**src/dmm_settings.svh**
```systemverilog
/*
  Shared settings of the multimeter control FPGA.
  SPI frame geometry, register map, mode codes and conditioning word width.
*/

`ifndef DMM_SETTINGS_SVH
`define DMM_SETTINGS_SVH

//////////////////////////////////////////////////
// spi frame

// address byte, MSB is the write flag
`define SPI_ADDR_BITS   8
// data word that follows the address byte
`define SPI_DATA_BITS   32
// cs_n low, then exactly this many sck bits
`define SPI_FRAME_BITS  40

//////////////////////////////////////////////////
// register indexes, low two bits of the address

`define REG_LED         2'd0
`define REG_MODE        2'd1
`define REG_DIRECT      2'd2
`define REG_SAMPLE_DUR  2'd3

//////////////////////////////////////////////////
// mode register, low three bits
// codes 5 to 7 drive all zeros

`define MODE_IDLE       3'd0
`define MODE_ONES       3'd1
`define MODE_PATTERN    3'd2
`define MODE_DIRECT     3'd3
`define MODE_AZ         3'd4

// conditioning output word
`define COND_BITS       29

// az mux code that routes the hi input
`define AZMUX_HI_VAL    4'b1000

`endif

```
**src/cond_pkg.sv**
```systemverilog
/*
  Conditioning word types.
  The 29-bit output word is used either as raw bits or by field.
*/

`include "dmm_settings.svh"

`default_nettype none

package cond_pkg;

  // one analog mux control
  // enable on top, select in the low three bits
  typedef struct packed {
    logic       en;
    logic [2:0] sel;
  } mux4_t;

  //////////////////////////////////////////////////
  // field view of the output word, MSB first

  typedef struct packed {
    // single control lines, bits 28 down to 26
    logic       spi_interrupt;
    logic       meas_complete;
    logic       cmpr_latch;
    // adc current switches
    logic [3:0] adcmux;
    // monitor pins for the scope
    logic [7:0] monitor;
    logic       led0;
    // pre-charge switch
    logic       sig_pc_sw;
    // input muxes, azmux sits at bit 0
    mux4_t      himux2;
    mux4_t      himux;
    mux4_t      azmux;
  } cond_fields_t;

  // pattern, ones and direct modes treat the word as raw bits
  // idle and az modes fill it by field
  typedef union packed {
    logic [`COND_BITS-1:0] raw;
    cond_fields_t          fields;
  } cond_word_u;

endpackage

`default_nettype wire

```
**src/spi_reg_pkg.sv**
```systemverilog
/*
  SPI register access types.
  Address byte layout, the write request and the register file.
*/

`include "dmm_settings.svh"

`default_nettype none

package spi_reg_pkg;

  // address byte as it arrives on mosi
  typedef struct packed {
    logic       write;
    // not decoded
    logic [4:0] reserved;
    logic [1:0] index;
  } reg_addr_t;

  //////////////////////////////////////////////////
  // access from the slave to the register bank

  // valid pulses one clk at the end of a complete frame
  // index is also held between frames for the read mux
  typedef struct packed {
    logic                      valid;
    logic                      write;
    logic [1:0]                index;
    logic [`SPI_DATA_BITS-1:0] wdata;
  } reg_req_t;

  // the four mcu registers
  typedef struct packed {
    logic [`SPI_DATA_BITS-1:0] led;
    logic [`SPI_DATA_BITS-1:0] mode;
    logic [`SPI_DATA_BITS-1:0] direct;
    logic [`SPI_DATA_BITS-1:0] sample_dur;
  } reg_file_t;

endpackage

`default_nettype wire

```
**src/spi_slave.sv**
```systemverilog
/*
  SPI mode 0 slave running on the system clock.
  Oversamples the pins, shifts 40-bit frames and issues register accesses.
*/

`timescale 1ns/100ps

`include "dmm_settings.svh"

`default_nettype none

module spi_slave
  import spi_reg_pkg::*;
(
  input  logic                      clk,
  input  logic                      arst_n,
  input  logic                      sck,
  input  logic                      cs_n,
  input  logic                      mosi,
  input  logic [`SPI_DATA_BITS-1:0] rdata,
  output logic                      miso,
  output reg_req_t                  req
);

  localparam int unsigned CNT_W = 6;
  localparam logic [CNT_W-1:0] ADDR_LEN = CNT_W'(`SPI_ADDR_BITS);
  localparam logic [CNT_W-1:0] FRAME_LEN = CNT_W'(`SPI_FRAME_BITS);
  localparam logic [CNT_W-1:0] CNT_MAX = '1;

  logic [2:0]                 sck_sync;
  logic [2:0]                 cs_sync;
  logic [1:0]                 mosi_sync;
  logic                       sck_rise;
  logic                       sck_fall;
  logic                       cs_rise;
  logic                       cs_active;
  logic [CNT_W-1:0]           bit_cnt;
  logic [`SPI_FRAME_BITS-1:0] rx_shift;
  logic [`SPI_DATA_BITS-1:0]  tx_shift;
  reg_addr_t                  addr_q;
  logic                       load_pend;
  logic                       valid_q;
  logic                       miso_q;

  //////////////////////////////////////////////////
  // pin synchronizers

  // cs_n idles high
  always_ff @(posedge clk or negedge arst_n)
  begin
    if (!arst_n)
    begin
      sck_sync  <= '0;
      cs_sync   <= '1;
      mosi_sync <= '0;
    end
    else
    begin
      sck_sync  <= {sck_sync[1:0], sck};
      cs_sync   <= {cs_sync[1:0], cs_n};
      mosi_sync <= {mosi_sync[0], mosi};
    end
  end

  // edges seen on the second flop, acted on one clk later
  assign sck_rise  = sck_sync[1] & ~sck_sync[2];
  assign sck_fall  = ~sck_sync[1] & sck_sync[2];
  assign cs_rise   = cs_sync[1] & ~cs_sync[2];
  assign cs_active = ~cs_sync[1];

  //////////////////////////////////////////////////
  // bit count, address latch and commit

  always_ff @(posedge clk or negedge arst_n)
  begin
    if (!arst_n)
    begin
      bit_cnt   <= '0;
      addr_q    <= '0;
      load_pend <= 1'b0;
      valid_q   <= 1'b0;
    end
    else
    begin
      valid_q   <= 1'b0;
      load_pend <= 1'b0;
      if (!cs_active)
      begin
        bit_cnt <= '0;
        // only a frame of exactly 40 bits is committed
        if (cs_rise && bit_cnt == FRAME_LEN)
          valid_q <= 1'b1;
      end
      else if (sck_rise)
      begin
        // saturate so that long frames never wrap back to 40
        if (bit_cnt != CNT_MAX)
          bit_cnt <= bit_cnt + 1'b1;
        // eighth bit completes the address byte
        if (bit_cnt == ADDR_LEN - 1'b1)
        begin
          addr_q    <= {rx_shift[`SPI_ADDR_BITS-2:0], mosi_sync[1]};
          load_pend <= 1'b1;
        end
      end
    end
  end

  // receive shifter, MSB first
  always_ff @(posedge clk)
  begin
    if (cs_active && sck_rise)
      rx_shift <= {rx_shift[`SPI_FRAME_BITS-2:0], mosi_sync[1]};
  end

  //////////////////////////////////////////////////
  // read data path

  // rdata follows addr_q one clk after the address byte
  always_ff @(posedge clk)
  begin
    if (load_pend)
      tx_shift <= rdata;
    else if (sck_fall && bit_cnt >= ADDR_LEN && bit_cnt < FRAME_LEN)
      tx_shift <= {tx_shift[`SPI_DATA_BITS-2:0], 1'b0};
  end

  // miso changes after falling sck, ready for the next rise
  always_ff @(posedge clk or negedge arst_n)
  begin
    if (!arst_n)
      miso_q <= 1'b0;
    else if (!cs_active)
      miso_q <= 1'b0;
    else if (sck_fall && bit_cnt >= ADDR_LEN && bit_cnt < FRAME_LEN)
      miso_q <= tx_shift[`SPI_DATA_BITS-1];
  end

  assign miso = miso_q;

  // data word sits in the low 32 bits once the frame is complete
  always_comb
  begin
    req.valid = valid_q;
    req.write = addr_q.write;
    req.index = addr_q.index;
    req.wdata = rx_shift[`SPI_DATA_BITS-1:0];
  end

endmodule

`default_nettype wire

```
**src/register_bank.sv**
```systemverilog
/*
  MCU register bank.
  LED, mode, direct and sample-duration registers, written and read over SPI.
*/

`timescale 1ns/100ps

`include "dmm_settings.svh"

`default_nettype none

module register_bank
  import spi_reg_pkg::*;
(
  input  logic                      clk,
  input  logic                      arst_n,
  input  reg_req_t                  req,
  output logic [`SPI_DATA_BITS-1:0] rdata,
  output reg_file_t                 regs
);

  //////////////////////////////////////////////////
  // write side

  // one clk after the request pulse
  // read frames arrive with write low and leave everything alone
  always_ff @(posedge clk or negedge arst_n)
  begin
    if (!arst_n)
    begin
      regs <= '0;
    end
    else if (req.valid && req.write)
    begin
      case (req.index)
        `REG_LED:
          regs.led <= req.wdata;
        `REG_MODE:
          regs.mode <= req.wdata;
        `REG_DIRECT:
          regs.direct <= req.wdata;
        `REG_SAMPLE_DUR:
          regs.sample_dur <= req.wdata;
        default:
          regs <= regs;
      endcase
    end
  end

  //////////////////////////////////////////////////
  // read side

  // combinational on the latest address byte
  // the slave loads it into its shifter after bit eight
  always_comb
  begin
    rdata = '0;
    case (req.index)
      `REG_LED:
        rdata = regs.led;
      `REG_MODE:
        rdata = regs.mode;
      `REG_DIRECT:
        rdata = regs.direct;
      `REG_SAMPLE_DUR:
        rdata = regs.sample_dur;
      default:
        rdata = '0;
    endcase
  end

endmodule

`default_nettype wire

```
**src/modulation_az.sv**
```systemverilog
/*
  Auto-zero sequencer.
  Alternates the az mux between the hi input and the lo code from direct,
  with the pre-charge switch closed during the hi phase.
*/

`timescale 1ns/100ps

`include "dmm_settings.svh"

`default_nettype none

module modulation_az
  import cond_pkg::*;
  import spi_reg_pkg::*;
(
  input  logic      clk,
  input  logic      arst_n,
  input  reg_file_t regs,
  output cond_word_u az_out
);

  logic                      run;
  logic                      phase_end;
  logic [`SPI_DATA_BITS-1:0] clk_cnt;
  // high during the hi phase
  logic                      hi_q;
  logic                      led_q;
  cond_word_u                direct_w;

  // lo code comes from the azmux field of direct
  assign direct_w.raw = regs.direct[`COND_BITS-1:0];

  // zero duration would never end a phase, so treat it as stopped
  assign run = (regs.mode[2:0] == `MODE_AZ) && (regs.sample_dur != '0);

  // >= so that shrinking the duration mid-phase cannot run the count away
  assign phase_end = (clk_cnt >= regs.sample_dur - 1'b1);

  //////////////////////////////////////////////////
  // phase sequencer

  always_ff @(posedge clk or negedge arst_n)
  begin
    if (!arst_n)
    begin
      clk_cnt <= '0;
      hi_q    <= 1'b0;
      led_q   <= 1'b0;
    end
    else if (!run)
    begin
      // parked in phase 0, led keeps its last state
      clk_cnt <= '0;
      hi_q    <= 1'b0;
    end
    else if (phase_end)
    begin
      clk_cnt <= '0;
      hi_q    <= ~hi_q;
      // led blinks once per hi/lo pair, on entering hi
      if (!hi_q)
        led_q <= ~led_q;
    end
    else
    begin
      clk_cnt <= clk_cnt + 1'b1;
    end
  end

  //////////////////////////////////////////////////
  // output fields

  // only azmux, sig_pc_sw, led0 and monitor carry meaning here
  always_comb
  begin
    az_out                  = '0;
    az_out.fields.azmux     = hi_q ? mux4_t'(`AZMUX_HI_VAL) : direct_w.fields.azmux;
    az_out.fields.sig_pc_sw = hi_q;
    az_out.fields.led0      = led_q;
    // mon0 shows the phase, mon1 the led
    az_out.fields.monitor   = {6'b0, led_q, hi_q};
  end

endmodule

`default_nettype wire

```
**src/conditioning_select.sv**
```systemverilog
/*
  Mode mux for the conditioning output.
  Runs the test-pattern counter and registers the word picked by the mode register.
*/

`timescale 1ns/100ps

`include "dmm_settings.svh"

`default_nettype none

module conditioning_select
  import cond_pkg::*;
  import spi_reg_pkg::*;
(
  input  logic       clk,
  input  logic       arst_n,
  input  reg_file_t  regs,
  input  cond_word_u az_out,
  output cond_word_u cond
);

  logic [`COND_BITS-1:0] pattern_q;
  cond_word_u            direct_w;
  cond_word_u            next_w;

  assign direct_w.raw = regs.direct[`COND_BITS-1:0];

  // free-running test pattern, every output toggles at its own rate
  always_ff @(posedge clk or negedge arst_n)
  begin
    if (!arst_n)
      pattern_q <= '0;
    else
      pattern_q <= pattern_q + 1'b1;
  end

  //////////////////////////////////////////////////
  // mode mux

  always_comb
  begin
    next_w.raw = '0;
    case (regs.mode[2:0])
      // mcu in control, everything off but the led
      `MODE_IDLE:
        next_w.fields.led0 = regs.led[0];
      `MODE_ONES:
        next_w.raw = '1;
      `MODE_PATTERN:
        next_w.raw = pattern_q;
      `MODE_DIRECT:
        next_w.raw = direct_w.raw;
      `MODE_AZ:
      begin
        next_w = az_out;
        // the hi muxes and adc lines stay under mcu control
        next_w.fields.himux         = direct_w.fields.himux;
        next_w.fields.himux2        = direct_w.fields.himux2;
        next_w.fields.adcmux        = direct_w.fields.adcmux;
        next_w.fields.cmpr_latch    = direct_w.fields.cmpr_latch;
        next_w.fields.meas_complete = direct_w.fields.meas_complete;
        next_w.fields.spi_interrupt = direct_w.fields.spi_interrupt;
      end
      // unused codes, all outputs off
      default:
        next_w.raw = '0;
    endcase
  end

  // registered so the pins switch together
  always_ff @(posedge clk or negedge arst_n)
  begin
    if (!arst_n)
      cond <= '0;
    else
      cond <= next_w;
  end

endmodule

`default_nettype wire

```
**src/dmm_fpga_top.sv**
```systemverilog
/*
  Control FPGA top level for the multimeter front end.
  SPI register bank, auto-zero sequencer and mode mux.
*/

`timescale 1ns/100ps

`include "dmm_settings.svh"

`default_nettype none

module dmm_fpga_top
  import cond_pkg::*;
  import spi_reg_pkg::*;
(
  input  logic       clk,
  input  logic       arst_n,
  input  logic       spi_sck,
  input  logic       spi_cs_n,
  input  logic       spi_mosi,
  output logic       spi_miso,
  output cond_word_u cond
);

  reg_req_t                  req;
  logic [`SPI_DATA_BITS-1:0] rdata;
  reg_file_t                 regs;
  cond_word_u                az_out;

  //////////////////////////////////////////////////
  // mcu access

  spi_slave u_spi_slave (
    .clk    (clk),
    .arst_n (arst_n),
    .sck    (spi_sck),
    .cs_n   (spi_cs_n),
    .mosi   (spi_mosi),
    .rdata  (rdata),
    .miso   (spi_miso),
    .req    (req)
  );

  register_bank u_register_bank (
    .clk    (clk),
    .arst_n (arst_n),
    .req    (req),
    .rdata  (rdata),
    .regs   (regs)
  );

  //////////////////////////////////////////////////
  // conditioning

  modulation_az u_modulation_az (
    .clk    (clk),
    .arst_n (arst_n),
    .regs   (regs),
    .az_out (az_out)
  );

  conditioning_select u_conditioning_select (
    .clk    (clk),
    .arst_n (arst_n),
    .regs   (regs),
    .az_out (az_out),
    .cond   (cond)
  );

endmodule

`default_nettype wire

```
**config.mk**
```make
export PLATFORM = sky130hd
export DESIGN_NAME = dmm_fpga_top
export DESIGN_NICKNAME = d
export VERILOG_FILES = /design/src/cond_pkg.sv /design/src/spi_reg_pkg.sv /design/src/spi_slave.sv /design/src/register_bank.sv /design/src/modulation_az.sv /design/src/conditioning_select.sv /design/src/dmm_fpga_top.sv
export VERILOG_INCLUDE_DIRS = /design/src
export SDC_FILE = /design/constraint.sdc
export NUM_CORES = 1
export LEC_CHECK = 0
export ABC_AREA = 1
export BUFFER_PORTS_ARGS = -buffer_cell sky130_fd_sc_hd__buf_2
export CAP_MARGIN = 40
export CORE_ASPECT_RATIO = 1.4
export CORE_MARGIN = 2
export CORE_UTILIZATION = 25
export DETAILED_ROUTE_END_ITERATION = 7
export PLACE_DENSITY = 0.35
export SYNTH_ARGS = -nofsm -noshare
export SYNTH_HDL_FRONTEND = slang
export SYNTH_SLANG_ARGS = --single-unit
```
**constraint.sdc**
```tcl
create_clock -name clk -period 3.8 [get_ports clk]
set_input_delay 0.57 -clock clk [delete_from_list [all_inputs] [get_ports clk]]
set_output_delay 0.57 -clock clk [all_outputs]
set_load 0.005 [all_outputs]
```
# Word level (Yosys, flattened, before mapping)
# Index checks and enable logic that the tools add are counted.
[word_totals]
regBits = 304
inputBits = 5
output_inout_bits = 30
wordCells = 88
[op_classes]
n_lt_le_gt_ge = 3
addsub = 4
n_mux = 21
n_eq_ne = 11
n_reduce_logical = 20
bitwise_logic = 9
[op_table]
columns = ["operator", "count"]
rows = [
  ["$mux 32", 4],
  ["$pmux 32 s4", 1],
  ["$pmux 15 s4", 1],
  ["$pmux 13 s4", 1],
  ["$add 32x1->32 const B", 1],
  ["$ge 32x32->1", 1],
  ["$reduce_bool 32->1", 1],
  ["$sub 32x1->32 const B", 1],
  ["$add 29x1->29 const B", 1],
  ["$mux 6", 3],
  ["$reduce_and 2->1", 5],
  ["$mux 1", 9],
  ["$reduce_bool 2->1", 4],
  ["$add 6x1->6 const B", 1],
  ["$eq 3x2->1 const B", 2],
  ["$eq 6x3->1 const B", 1],
  ["$eq 6x6->1 const B", 1],
  ["$ge 6x4->1 const B", 1],
  ["$logic_and 1x1->1", 6],
  ["$lt 6x6->1 const B", 1],
  ["$ne 6x6->1 const B", 1],
  ["$not 1->1", 6],
  ["$reduce_and 3->1", 2],
  ["$pmux 1 s5", 1],
  ["9 further kinds", 12],
]

# Depth between registers and ports, before layout
# Gate-level depths: netlist (run 1).
[logic_depth]
word_depth = 6
ltp_mapped = 23
ltp_nobuf = 23

# Modules after synthesis
# A second synthesis (run 1) with hierarchy kept.
[unflattened]
hier_cells = 1885
hier_area_um2 = 15528.6
[by_module_without_submodules]
columns = ["module", "cells_per_inst", "seq_area_each_um2", "area_per_inst_um2", "n_inst"]
rows = [
  ["register_bank", 740, 3203.1, 5828.1, 1],
  ["modulation_az", 545, 850.8, 3746.1, 1],
  ["spi_slave", 261, 2426.1, 3210.6, 1],
  ["conditioning_select", 339, 1451.4, 2743.9, 1],
]

# Worst setup path before layout (run 1)
# OpenSTA, ideal clock, no wires.
[synth_timing]
path_type = "reg2reg"
startpoint = "register, netlist name u_register_bank.regs[0]"
endpoint = "register u_modulation_az.clk_cnt[15]"
path_slack_ns = 1.051
stages_incl_launch_ff = 21
required_ns = 3.729
n_path_buf = 1
arrival_time_ns = 2.677
setup_time_ns = 0.071
period_less_slack_ns = 2.749
cell_sequence = "dfrtp_1 inv_1 ha_1 nand2_2 nor2_4 nand2_2 nor2_4 nand2_2 nor2_4 nand2_2 nor2_2 xor2_1 ha_1 nand2_1 o21ai_0 nand2_1 nand2_1 a21oi_1 nand3_2 buf_4 nor2_1"
[synth_via]
elab_chain_cells = 4
word_cells_on_any_way = 6
classes_between = "add/sub: 1; order compare: 1; mux: 2; reduce/logical: 2"
[synth_lines]
columns = ["item", "line", "text"]
rows = [
  ["$sub 32x1->32", "modulation_az.sv:38", "assign phase_end = (clk_cnt >= regs.sample_dur - 1'b1);"],
  ["$ge 32x32->1", "modulation_az.sv:38", ""],
  ["$mux 32", "modulation_az.sv:57", "else if (phase_end)"],
  ["$mux 32 (*)", "modulation_az.sv:51", "else if (!run)"],
  ["end signal, assigned", "modulation_az.sv:67", "clk_cnt <= clk_cnt + 1'b1;"],
  ["end, declared", "modulation_az.sv:25", "logic [`SPI_DATA_BITS-1:0] clk_cnt;"],
]
# Mark *: on every way between the ends. The rest lies on a longest branch, timed or not.
# A chain may end at the register's enable or synchronous reset.

# Worst setup path after layout (run 1)
[layout_timing]
startpoint = "register, netlist name u_register_bank.regs[0]"
endpoint = "register u_modulation_az.clk_cnt[18]"
[layout_via]
elab_chain_cells = 4
word_cells_on_any_way = 6
classes_between = "add/sub: 1; order compare: 1; mux: 2; reduce/logical: 2"
[layout_lines]
columns = ["item", "line"]
rows = [
  ["$sub 32x1->32", "modulation_az.sv:38"],
  ["$ge 32x32->1", "modulation_az.sv:38"],
  ["$mux 32", "modulation_az.sv:57"],
  ["$mux 32 (*)", "modulation_az.sv:51"],
]
# Marked as above.

==> impl_metrics.toml, run 1 <==
[detailed_routing]
drt_pass1_iterations = 5
drtIter0Drc = 692
ant_nets = 0
vias = 10900
drc = 0
detail_route.vias_per_cell = 4.54
wirelength_mm = 47.4
wl_per_cell_um = 19.8

[timing]
post-route-period-util_pct = 86.3
setup_viol = 0
slew_viol_final = 0
rsz0062_at_grt = "no"
fmax_ghz = 0.305
tightest_slew_ns = 0.833
timing.final.hold_violations = 0
final.setup.tns_ns = 0
period_needed_ns = 3.28
slew-limit-headroom_pct = 44.5
skew_ns = 0.0264

[cells_and_area]
layout-drive-gt1-share_pct = 10.7
diodes = 0
nNetsFinal = 1675
stdcell_count = 2401
area_delta_synth_final_pct = 16.8

[logic_synthesis]
async_reset_ff_share_pct = 78.9
synth_top_area_cell = "dfrtp_1"
ys_ff_latch = 304
synth.distinct_cells = 46
synth_edf_count = 64
netlist.area_leader.share_pct = 41.1
syn_area_per_cell_um2 = 9.13
ys.flop_type = "dfrtp_1"
ys_top_cells_by_count = "377 x nand2_1, 237 x dfrtp_1, 188 x o21ai_0"
yosys-top-cells-area = "dfrtp_1 41%, edfxtp_1 13%, nand2_1 9.8%"
synth.most_common_cell = "nand2_1"
syn_inst = 1581
seq_area_frac_synth_pct = 55.0
yosysWarnings = 0
synth_nets = 1624
synth.cell_area_um2 = 14400

[pwr]
leakage_nw = 7.61
ir_drop_mv = 0.231
power_density_nw_per_um2 = 421

[clock_tree]
hold_buffers = 0
cts_made_buffers = 36
clk_pin_slew_ns = 0.07
clk_path_buf_depth = 3
cts_tree = "built"
htreeDepth = 2
cts.sinks = 304
cts_root_buf = "clkbuf_16"
clkLatencyLatePin_ns = 0.56
cts-resized-gates = 0
postCtsSetupBuffers = 0

[place]
gp_congestion = 0.845
placed_cells_incl_taps = 2336
place_hpwl_mm = 34.9
io_buffer_count = 34

[setup_path]
startpoint_type = "flop"
cp_max_fo = 21
endpoint_kind = "flop"
crit_type = "reg -> reg"
crit_arrival_ns = 3.75
required_ns = 4.27

[floorplan]
die_h_um = 288
die-area_um2 = 59700
core_area_um2 = 57300
num_io_pins = 35
start_util_pct = 25.2
row_count = 104
die_w_um = 207

[grt]
gr-total-overflow = 0
grt_usage_pct = 16.1
grt_start_max_net_pins = 92
grt_pass1_wl_mm = 73.0
antenna_found_initial = 0
first_global_vias = 11500

[min_path]
min_path_type = "in -> async"

[run_status]
status = "complete, no violations"

[run]
drv_cap = 0
## power breakdown
part	switching (W)	internal, W
combinational	0.0000741	0.0000124
sequential	0.0000113	0.00334
clock	0.00147	0.00218
## layout by cell type (no fill, tap or decap), types with 2 or more instances in the layout
cell / Yosys / layout
nand2_1: 377 / 372
dfrtp_1: 237 / 237
o21ai_0: 188 / 188
inv_1: 172 / 172
nor2_1: 125 / 123
xor2_1: 68 / 68
edfxtp_1: 64 / 64
nand3_1: 46 / 46
ha_1: 38 / 38
clkbuf_16: 0 / 36
buf_2: 9 / 33
a221oi_1: 28 / 28
buf_4: 3 / 27
a21oi_1: 25 / 25
nor3_1: 23 / 23
nand4_1: 23 / 23
o211ai_1: 17 / 17
nand2_2: 8 / 13
nor4_1: 12 / 12
nor2_2: 11 / 11
xnor2_1: 10 / 10
nor2_4: 6 / 8
inv_2: 7 / 8
o22ai_1: 8 / 8
clkinv_2: 0 / 8
clkbuf_8: 0 / 8
o221ai_1: 7 / 7
clkbuf_1: 39 / 6
nor3_2: 4 / 4
bufinv_16: 0 / 4
o21ai_1: 3 / 3
buf_12: 0 / 3
dfstp_2: 3 / 3
nor4_2: 2 / 2
nand3_4: 1 / 2
a21o_1: 2 / 2
## per-layer routing
metal,part of all wire [%],global-route usage [%],up-vias
li1,-,-,5332
met3,2.7,2.06,54
met1,42,19.3,5343
met4,2.1,4.27,0
met5,0,0,-
met2,53,30.0,161
## path summary, 6_finish.rpt
path / start / endpoint / slack, ns / cells past startpoint
max: u_register_bank.regs[0] / u_modulation_az.clk_cnt[18] / 0.52 / 20
min: arst_n / u_modulation_az.clk_cnt[25] / 0.08 / 1
max reg2reg: u_register_bank.regs[0] / u_modulation_az.clk_cnt[18] / 0.52 / 20
min reg2reg: u_spi_slave.cs_sync[0] / u_spi_slave.cs_sync[1] / 0.34 / 0
max in group asynchronous: arst_n / u_register_bank.regs[75] / 2.74 / 2
min in group clk: spi_sck / u_spi_slave.sck_sync[0] / 0.12 / 1
## state kept, by name (all words and copies together), names as in the netlist, 2 cells and up
register,flops
u_spi_slave.rx_shift,32
u_spi_slave.tx_shift,32
u_conditioning_select.pattern_q,29
u_spi_slave.mosi_sync,2
u_modulation_az.clk_cnt,32
u_conditioning_select.cond,29
u_spi_slave.req,3
u_spi_slave.cs_sync,3
u_register_bank.regs,128
u_spi_slave.sck_sync,3
u_spi_slave.bit_cnt,6
## critical path: stages (launching register included)
cell and delay, ns:
dfrtp_1 0.38, inv_1 0.08, ha_1 0.20, nand2_2 0.08
nor2_4 0.18, nand2_2 0.11, nor2_4 0.14, nand2_2 0.08
nor2_4 0.11, nand2_2 0.07, nor2_2 0.09, xor2_1 0.17
ha_1 0.25, nand2_1 0.08, o21ai_0 0.09, nand2_1 0.06
nand2_1 0.05, a21oi_1 0.29, nand3_4 0.31, buf_4 0.27
nor2_1 0.11
## cells by family after synthesis
family,count (synthesis),synth area share (%)
DFF,304,55.0
and+or+nand+nor,646,19.6
adders and majority gates,38,3.29
xor gates and xnor gates,78,4.73
AOI/OAI and AO/OA,284,11.3
buffers and inverters,231,6.16
## cell type report
type	count	area, µm²
multi-input cells	1046	5650
inverters	180	676
well taps	742	928
clock inverters	15	193
repair buffers	64	443
fillers	6139	40400
flip-flops and latches	304	7930
clock buffers	50	1030
## stage by stage
| stage | util [%] | worst slack, ns | hold WS [ns] | cell area (µm²) | total power (W) |
|---|---|---|---|---|---|
| floorplan | - | 1.05 | 0.274 | 14400 | 0.00342 |
| detailed placement | 27.3 | 0.211 | 0.337 | 15600 | 0.00351 |
| CTS | 29.4 | 0.214 | 0.0809 | 16800 | 0.00723 |
| finish | 29.4 | 0.519 | 0.0833 | 16900 | 0.00709 |
| global placement | 27.3 | 0.304 | 0.337 | 15600 | 0.00351 |
| global route | 29.4 | 0.130 | 0.0855 | 16900 | 0.00737 |
Power figures use the tool's default switching activity.
==> inputs of run 2 (changes only) <==
--- a/config.mk
+++ b/config.mk
@@ -9,11 +9,12 @@
 export ABC_AREA = 1
 export BUFFER_PORTS_ARGS = -buffer_cell sky130_fd_sc_hd__buf_2
 export CAP_MARGIN = 40
-export CORE_ASPECT_RATIO = 1.4
+export CORE_ASPECT_RATIO = 1.5
 export CORE_MARGIN = 2
 export CORE_UTILIZATION = 25
 export DETAILED_ROUTE_END_ITERATION = 7
 export PLACE_DENSITY = 0.35
+export SLEW_MARGIN = 5
 export SYNTH_ARGS = -nofsm -noshare
 export SYNTH_HDL_FRONTEND = slang
 export SYNTH_SLANG_ARGS = --single-unit
==> run 2 against run 1 <==
  * Total power decreased by 2.1%
  * Worst setup slack improved by 0.068 ns
  * Utilization about the same
  * Final area decreased by 0.59%
  * First-iteration DRC count decreased by 10%
  * Sequential cell count unchanged
  * Clock power decreased by 4%
  * Largest cell class unchanged
==> impl_metrics.toml, run 2 (synthesized netlist as in run 1, its figures left out) <==
[detailed_routing]
vias = 10900
detail_route.vias_per_cell = 4.52
drt_pass1_iterations = 5
wirelength_mm = 47.4
wl_per_cell_um = 19.6
drtIter0Drc = 622
drc = 0
ant_nets = 0

[clock_tree]
cts_tree = "built"
cts.sinks = 304
htreeDepth = 2
clkLatencyLatePin_ns = 0.56
clk_pin_slew_ns = 0.06
clk_path_buf_depth = 3
cts_root_buf = "clkbuf_16"
cts_made_buffers = 36

[cells_and_area]
fillers = 6053
stdcell_count = 2414
final_cell_mix = "373 x nand2_1, 237 x dfrtp_1, 188 x o21ai_0, 172 x inv_1, 123 x nor2_1"
stdcell_area_um2 = 16800
largest_reg_flops = 128
nNetsFinal = 1667
area_delta_synth_final_pct = 16.1
layout_commonest_cell = "nand2_1"
multi_input_area_um2 = 5640
postLayoutCoreUtil_pct = 29.4
diodes = 0
layout-drive-gt1-share_pct = 10.3
register_area_um2 = 7930
regMostFlops = "u_register_bank.regs"

[floorplan]
die_w_um = 200
die_h_um = 298
start_util_pct = 25.4
row_count = 107
num_io_pins = 35
die-area_um2 = 59700
core_area_um2 = 56900

[setup_path]
required_ns = 4.21
rr_startpoint = "u_register_bank.regs[0]"
startpoint_type = "flop"
crit_type = "reg -> reg"
cp_max_fo = 32
reg2regPathDepth = 20
endpoint_kind = "flop"
crit_arrival_ns = 3.63
r2r_end = "u_modulation_az.clk_cnt[24]"
rrSetupSlack_ns = 0.59

[run]
drv_cap = 0

[grt]
grt_pass1_wl_mm = 72.4
antenna_found_initial = 0
first_global_vias = 11400
grt_usage_pct = 16.0
gr-total-overflow = 0
grt_start_max_net_pins = 77

[timing]
timing.final.hold_violations = 0
slew-limit-headroom_pct = 45.4
period_needed_ns = 3.21
skew_ns = 0.0192
slew_viol_final = 0
final.setup.tns_ns = 0
post-route-period-util_pct = 84.6
tightest_slew_ns = 0.816
setup_viol = 0
rsz0062_at_grt = "no"
fmax_ghz = 0.311

[place]
gp_congestion = 0.811
place_hpwl_mm = 34.9
io_buffer_count = 34
placed_cells_incl_taps = 2348
post_dp_cell_area_um2 = 15600

[min_path]
holdPathStages = 1
hp-start = "spi_cs_n"
hold-path-endpoint = "u_spi_slave.cs_sync[0]"
min_path_type = "in -> reg"

[pwr]
leakage_nw = 7.55
total_power_w = 0.00694
power_density_nw_per_um2 = 414
ir_drop_mv = 0.206

[run_status]
status = "complete, no violations"
==> run 2: cell types whose count changed in the layout (fill, tap and decap cells not counted), sizes merged <==
cell	change
clkinvlp	+1
dlygate4sd3	+1
buf	-9
clkinv	+9
clkbuf	-7
bufinv	-3
==> run 2: how the worst max path moves through the flow <==
stage | start | to | slack (ns) | cells past startpoint
floorplan | u_register_bank.regs[0] | u_modulation_az.clk_cnt[15] | 1.05 | 20
global placement | u_register_bank.regs[3] | u_modulation_az.clk_cnt[5] | 0.64 | 17
detailed placement | u_register_bank.regs[0] | u_modulation_az.clk_cnt[25] | 0.56 | 20
CTS | u_register_bank.regs[0] | u_modulation_az.clk_cnt[24] | 0.53 | 20
global route | u_register_bank.regs[0] | u_modulation_az.clk_cnt[24] | 0.28 | 20
finish | u_register_bank.regs[0] | u_modulation_az.clk_cnt[24] | 0.59 | 20
==> run 2: what timing repair did <==
action,4_1_cts,5_1_grt
gates resized for setup,0,0
setup buffers,0,0
endpoints found under the hold margin,1,0
hold buffers,1,0
==> run 2: where the power goes <==
group / total, W / switching [W] / internal [W]
registers: 0.00335 / 0.0000116 / 0.00334
logic: 0.0000859 / 0.0000736 / 0.0000124
clock network: 0.00350 / 0.00152 / 0.00199
total: 0.00694 / 0.00161 / 0.00534
==> run 2: through the flow <==
step / hold WS, ns / worst slack (ns)
floorplan: 0.274 / 1.05
global placement: 0.333 / 0.642
detailed placement: 0.335 / 0.558
CTS: 0.0749 / 0.526
global route: 0.0906 / 0.277
finish: 0.116 / 0.587
==> run 2: final cells by class <==
class	count	area share [%]
clock inverters	22	0.978
inverters	180	4.03
well taps	763	5.70
clock buffers	43	6.03
repair buffers	56	2.27
flip-flops and latches	304	47.3
multi-input cells	1046	33.6
==> run 2: layer usage <==
metal / global-route usage [%] / wire (µm)
met5: 0 / 0
met4: 7.11 / 2040
met3: 2.05 / 1260
met2: 29.3 / 24700
met1: 18.6 / 19400
==> run 2: critical path: stages (launching register included) <==
cell	delay (ns)
dfrtp_1	0.38
inv_1	0.19
ha_1	0.24
nand2_2	0.08
nor2_4	0.18
nand2_2	0.11
nor2_4	0.12
nand2_2	0.07
nor2_4	0.11
nand2_2	0.07
xor2_1	0.16
inv_1	0.06
ha_1	0.27
nand2_1	0.07
nor2_1	0.13
nand4_1	0.10
nor2_1	0.11
nand2_1	0.10
nand3_2	0.06
buf_4	0.34
nor2_1	0.10
==> inputs of run 3 (changes only) <==
--- a/config.mk
+++ b/config.mk
@@ -6,14 +6,14 @@
 export SDC_FILE = /design/constraint.sdc
 export NUM_CORES = 1
 export LEC_CHECK = 0
-export ABC_AREA = 1
+export ABC_AREA = 0
 export BUFFER_PORTS_ARGS = -buffer_cell sky130_fd_sc_hd__buf_2
 export CAP_MARGIN = 40
 export CORE_ASPECT_RATIO = 1.5
 export CORE_MARGIN = 2
 export CORE_UTILIZATION = 25
 export DETAILED_ROUTE_END_ITERATION = 7
-export PLACE_DENSITY = 0.35
+export PLACE_DENSITY = 0.36
 export SLEW_MARGIN = 5
 export SYNTH_ARGS = -nofsm -noshare
 export SYNTH_HDL_FRONTEND = slang
==> constraint.sdc (replaced) <==
create_clock -name clk -period 2.95 [get_ports clk]
set_input_delay 0.4425 -clock clk [delete_from_list [all_inputs] [get_ports clk]]
set_output_delay 0.4425 -clock clk [all_outputs]
set_load 0.005 [all_outputs]
==> run 3 against run 2 <==
  * The run now ends with negative setup slack left
  * Die area is 3.6% lower
  * Sequential cell count stayed put
  * Via count is 20% lower
  * Final area is 0.99% higher
  * Global-route usage is 3.1 points lower
  * Combinational power is 28% higher
  * Worst hold slack better by 0.23 ns
  * Sequential share of layout area is 0.45 points lower
  * Cell count is 21% lower
==> impl_metrics.toml, run 3 <==
[run_status]
status = "finished, violations left"
violations = "negative setup slack"

[detailed_routing]
drtIter0Drc = 432
ant_nets = 0
detail_route.vias_per_cell = 4.53
wl_per_cell_um = 18.6
drt_pass1_iterations = 4
wirelength_mm = 35.8
drc = 0
vias = 8694

[cells_and_area]
diodes = 0
area_delta_synth_final_pct = 21.7
final_cell_mix = "236 x dfrtp_1, 159 x mux2_2, 99 x buf_4, 81 x nand2_1, 79 x nor2_1"
register_area_um2 = 7930
multi_input_area_um2 = 5850
nNetsFinal = 1242
layout_commonest_cell = "dfrtp_1"
layout-drive-gt1-share_pct = 33.7
fillers = 5469
postLayoutCoreUtil_pct = 30.9
regMostFlops = "u_register_bank.regs"
largest_reg_flops = 128

[setup_path]
crit_arrival_ns = 4.04
crit_type = "reg -> reg"
cpMaxStageDelayCell = "or3_4"
cp_max_fo = 4
max_stage_delay_ns = 0.40
endpoint_kind = "flop"
cp_common_cell = "a221o_1"
startpoint_type = "flop"
crit_path_cell_trace = "or3_4 > nor4_4 > nand3b_1 > or2_4 > nor2_4 > xnor2_2 > ha_1 > a21o_1 > a221o_1 > a221o_1 > a2111oi_4 > buf_4 > xor2_1 > nor2_1"
cp_top_family = "simple AND/OR/NAND/NOR gates"
rr_startpoint = "u_register_bank.regs[9]"
worstSetupStartpoint = "u_register_bank.regs[9]"
required_ns = 3.36
crit_buf_inv = 1

[logic_synthesis]
syn_area_per_cell_um2 = 13.1
netlist.area_leader.share_pct = 42.7
yosysWarnings = 0
yosys-top-cells-area = "dfrtp_1 43%, edfxtp_1 14%, mux2_2 13%"
synth_top_area_cell = "dfrtp_1"
synth.distinct_cells = 49
synth.cell_area_um2 = 13900
ys.flop_type = "dfrtp_1"
ys_top_cells_by_count = "237 x dfrtp_1, 159 x mux2_2, 83 x nor2_1"
syn_inst = 1059
async_reset_ff_share_pct = 78.9
seq_area_frac_synth_pct = 57.1
synth_nets = 1102
synth_edf_count = 64
synth.most_common_cell = "dfrtp_1"
ys_ff_latch = 304

[clock_tree]
htreeDepth = 2
clk_path_buf_depth = 3
cts_tree = "built"
cts_root_buf = "clkbuf_16"
clkLatencyLatePin_ns = 0.52
clk_pin_slew_ns = 0.06
cts_made_buffers = 34
cts.sinks = 304

[floorplan]
die-area_um2 = 57500
die_h_um = 293
start_util_pct = 25.4
core_area_um2 = 54800
num_io_pins = 35
die_w_um = 197
row_count = 105

[pwr]
power_density_nw_per_um2 = 519
ir_drop_mv = 0.394
total_power_w = 0.00877
leakage_nw = 7.65

[grt]
grt_start_max_net_pins = 67
grt_usage_pct = 12.9
grt_pass1_wl_mm = 57.1
gr-total-overflow = 0
first_global_vias = 9459
antenna_found_initial = 0

[timing]
rsz0062_at_grt = "yes"
fin_ws_ns = -0.682
slew_viol_final = 0
post-route-period-util_pct = 123
holdWs_ns = 0.349
setup_viol = 34
fmax_ghz = 0.275
timing.final.hold_violations = 0
slew-limit-headroom_pct = 53.9
skew_ns = 0.0161
final.setup.tns_ns = -22.08
tightest_slew_ns = 0.692
period_needed_ns = 3.63

[place]
io_buffer_count = 34
gp_congestion = 0.714
place_hpwl_mm = 24.8

[min_path]
min_path_type = "reg -> reg"
hp-start = "u_spi_slave.sck_sync[0]"

[run]
drv_cap = 0
run 3: layout make-up:
cell class / count / share of cell area (%)
sequential: 304 / 46.9
timing repair buffer: 144 / 6.52
multi-input combinational: 705 / 34.6
clock buffer: 46 / 5.72
inverter: 10 / 0.222
tap: 695 / 5.14
clock inverter: 15 / 0.902
run 3: metrics by stage:
step | instance area, µm² | cells | setup WS [ns]
floorplan | 13900 | 1059 | -0.609
global placement | 15700 | 1854 | -0.836
detailed placement | 15700 | 1854 | -0.926
CTS | 16900 | 1919 | -0.859
global route | 16900 | 1919 | -0.897
finish | 16900 | 1919 | -0.682
run 3: logic make-up (layout without fill, tap and decap cells):
logic type	Yosys count	in the layout	share of synthesized area, %
compound gates	104	104	4.56
xor+xnor	90	90	5.67
fa+ha+maj	38	38	3.42
buf+inv	50	215	1.54
flops	304	304	57.1
mux	192	192	18.1
simple gates	281	281	9.60
run 3: timing repair:
item,in CTS,in global routing
buffers inserted,0,0
endpoints found under the setup margin,34,34
gates resized for setup,3,8
hold buffers,4,0
pin swaps,4,5
endpoints found under the hold margin,63,0
run 3: where the power goes:
group | internal, W | switching (W)
combinational | 0.0000259 | 0.0000842
clock | 0.00257 | 0.00177
sequential | 0.00430 | 0.0000212
run 3: metal layers:
metal / part of all wire (%) / GRT usage, % / up-vias / wire [µm]
met4: 2.6 / 4.27 / 0 / 932
met5: 0 / 0 / - / 0
li1: - / - / 4099 / -
met3: 2.2 / 1.65 / 51 / 794
met1: 45 / 16.3 / 4450 / 15900
met2: 51 / 22.7 / 94 / 18100
run 3: worst paths after layout:
| path | endpoint | slack (ns) | depth (start not counted) |
|---|---|---|---|
| worst max register to register | u_modulation_az.hi_q | -0.68 | 14 |
| worst min register to register | u_spi_slave.sck_sync[1] | 0.35 | 0 |
| worst max-delay path | u_modulation_az.hi_q | -0.68 | 14 |
| max in group asynchronous | u_spi_slave.cs_sync[2] | 1.73 | 3 |
| worst min-delay path | u_spi_slave.sck_sync[1] | 0.35 | 0 |
| min in group asynchronous | u_conditioning_select.pattern_q[2] | 0.47 | 2 |
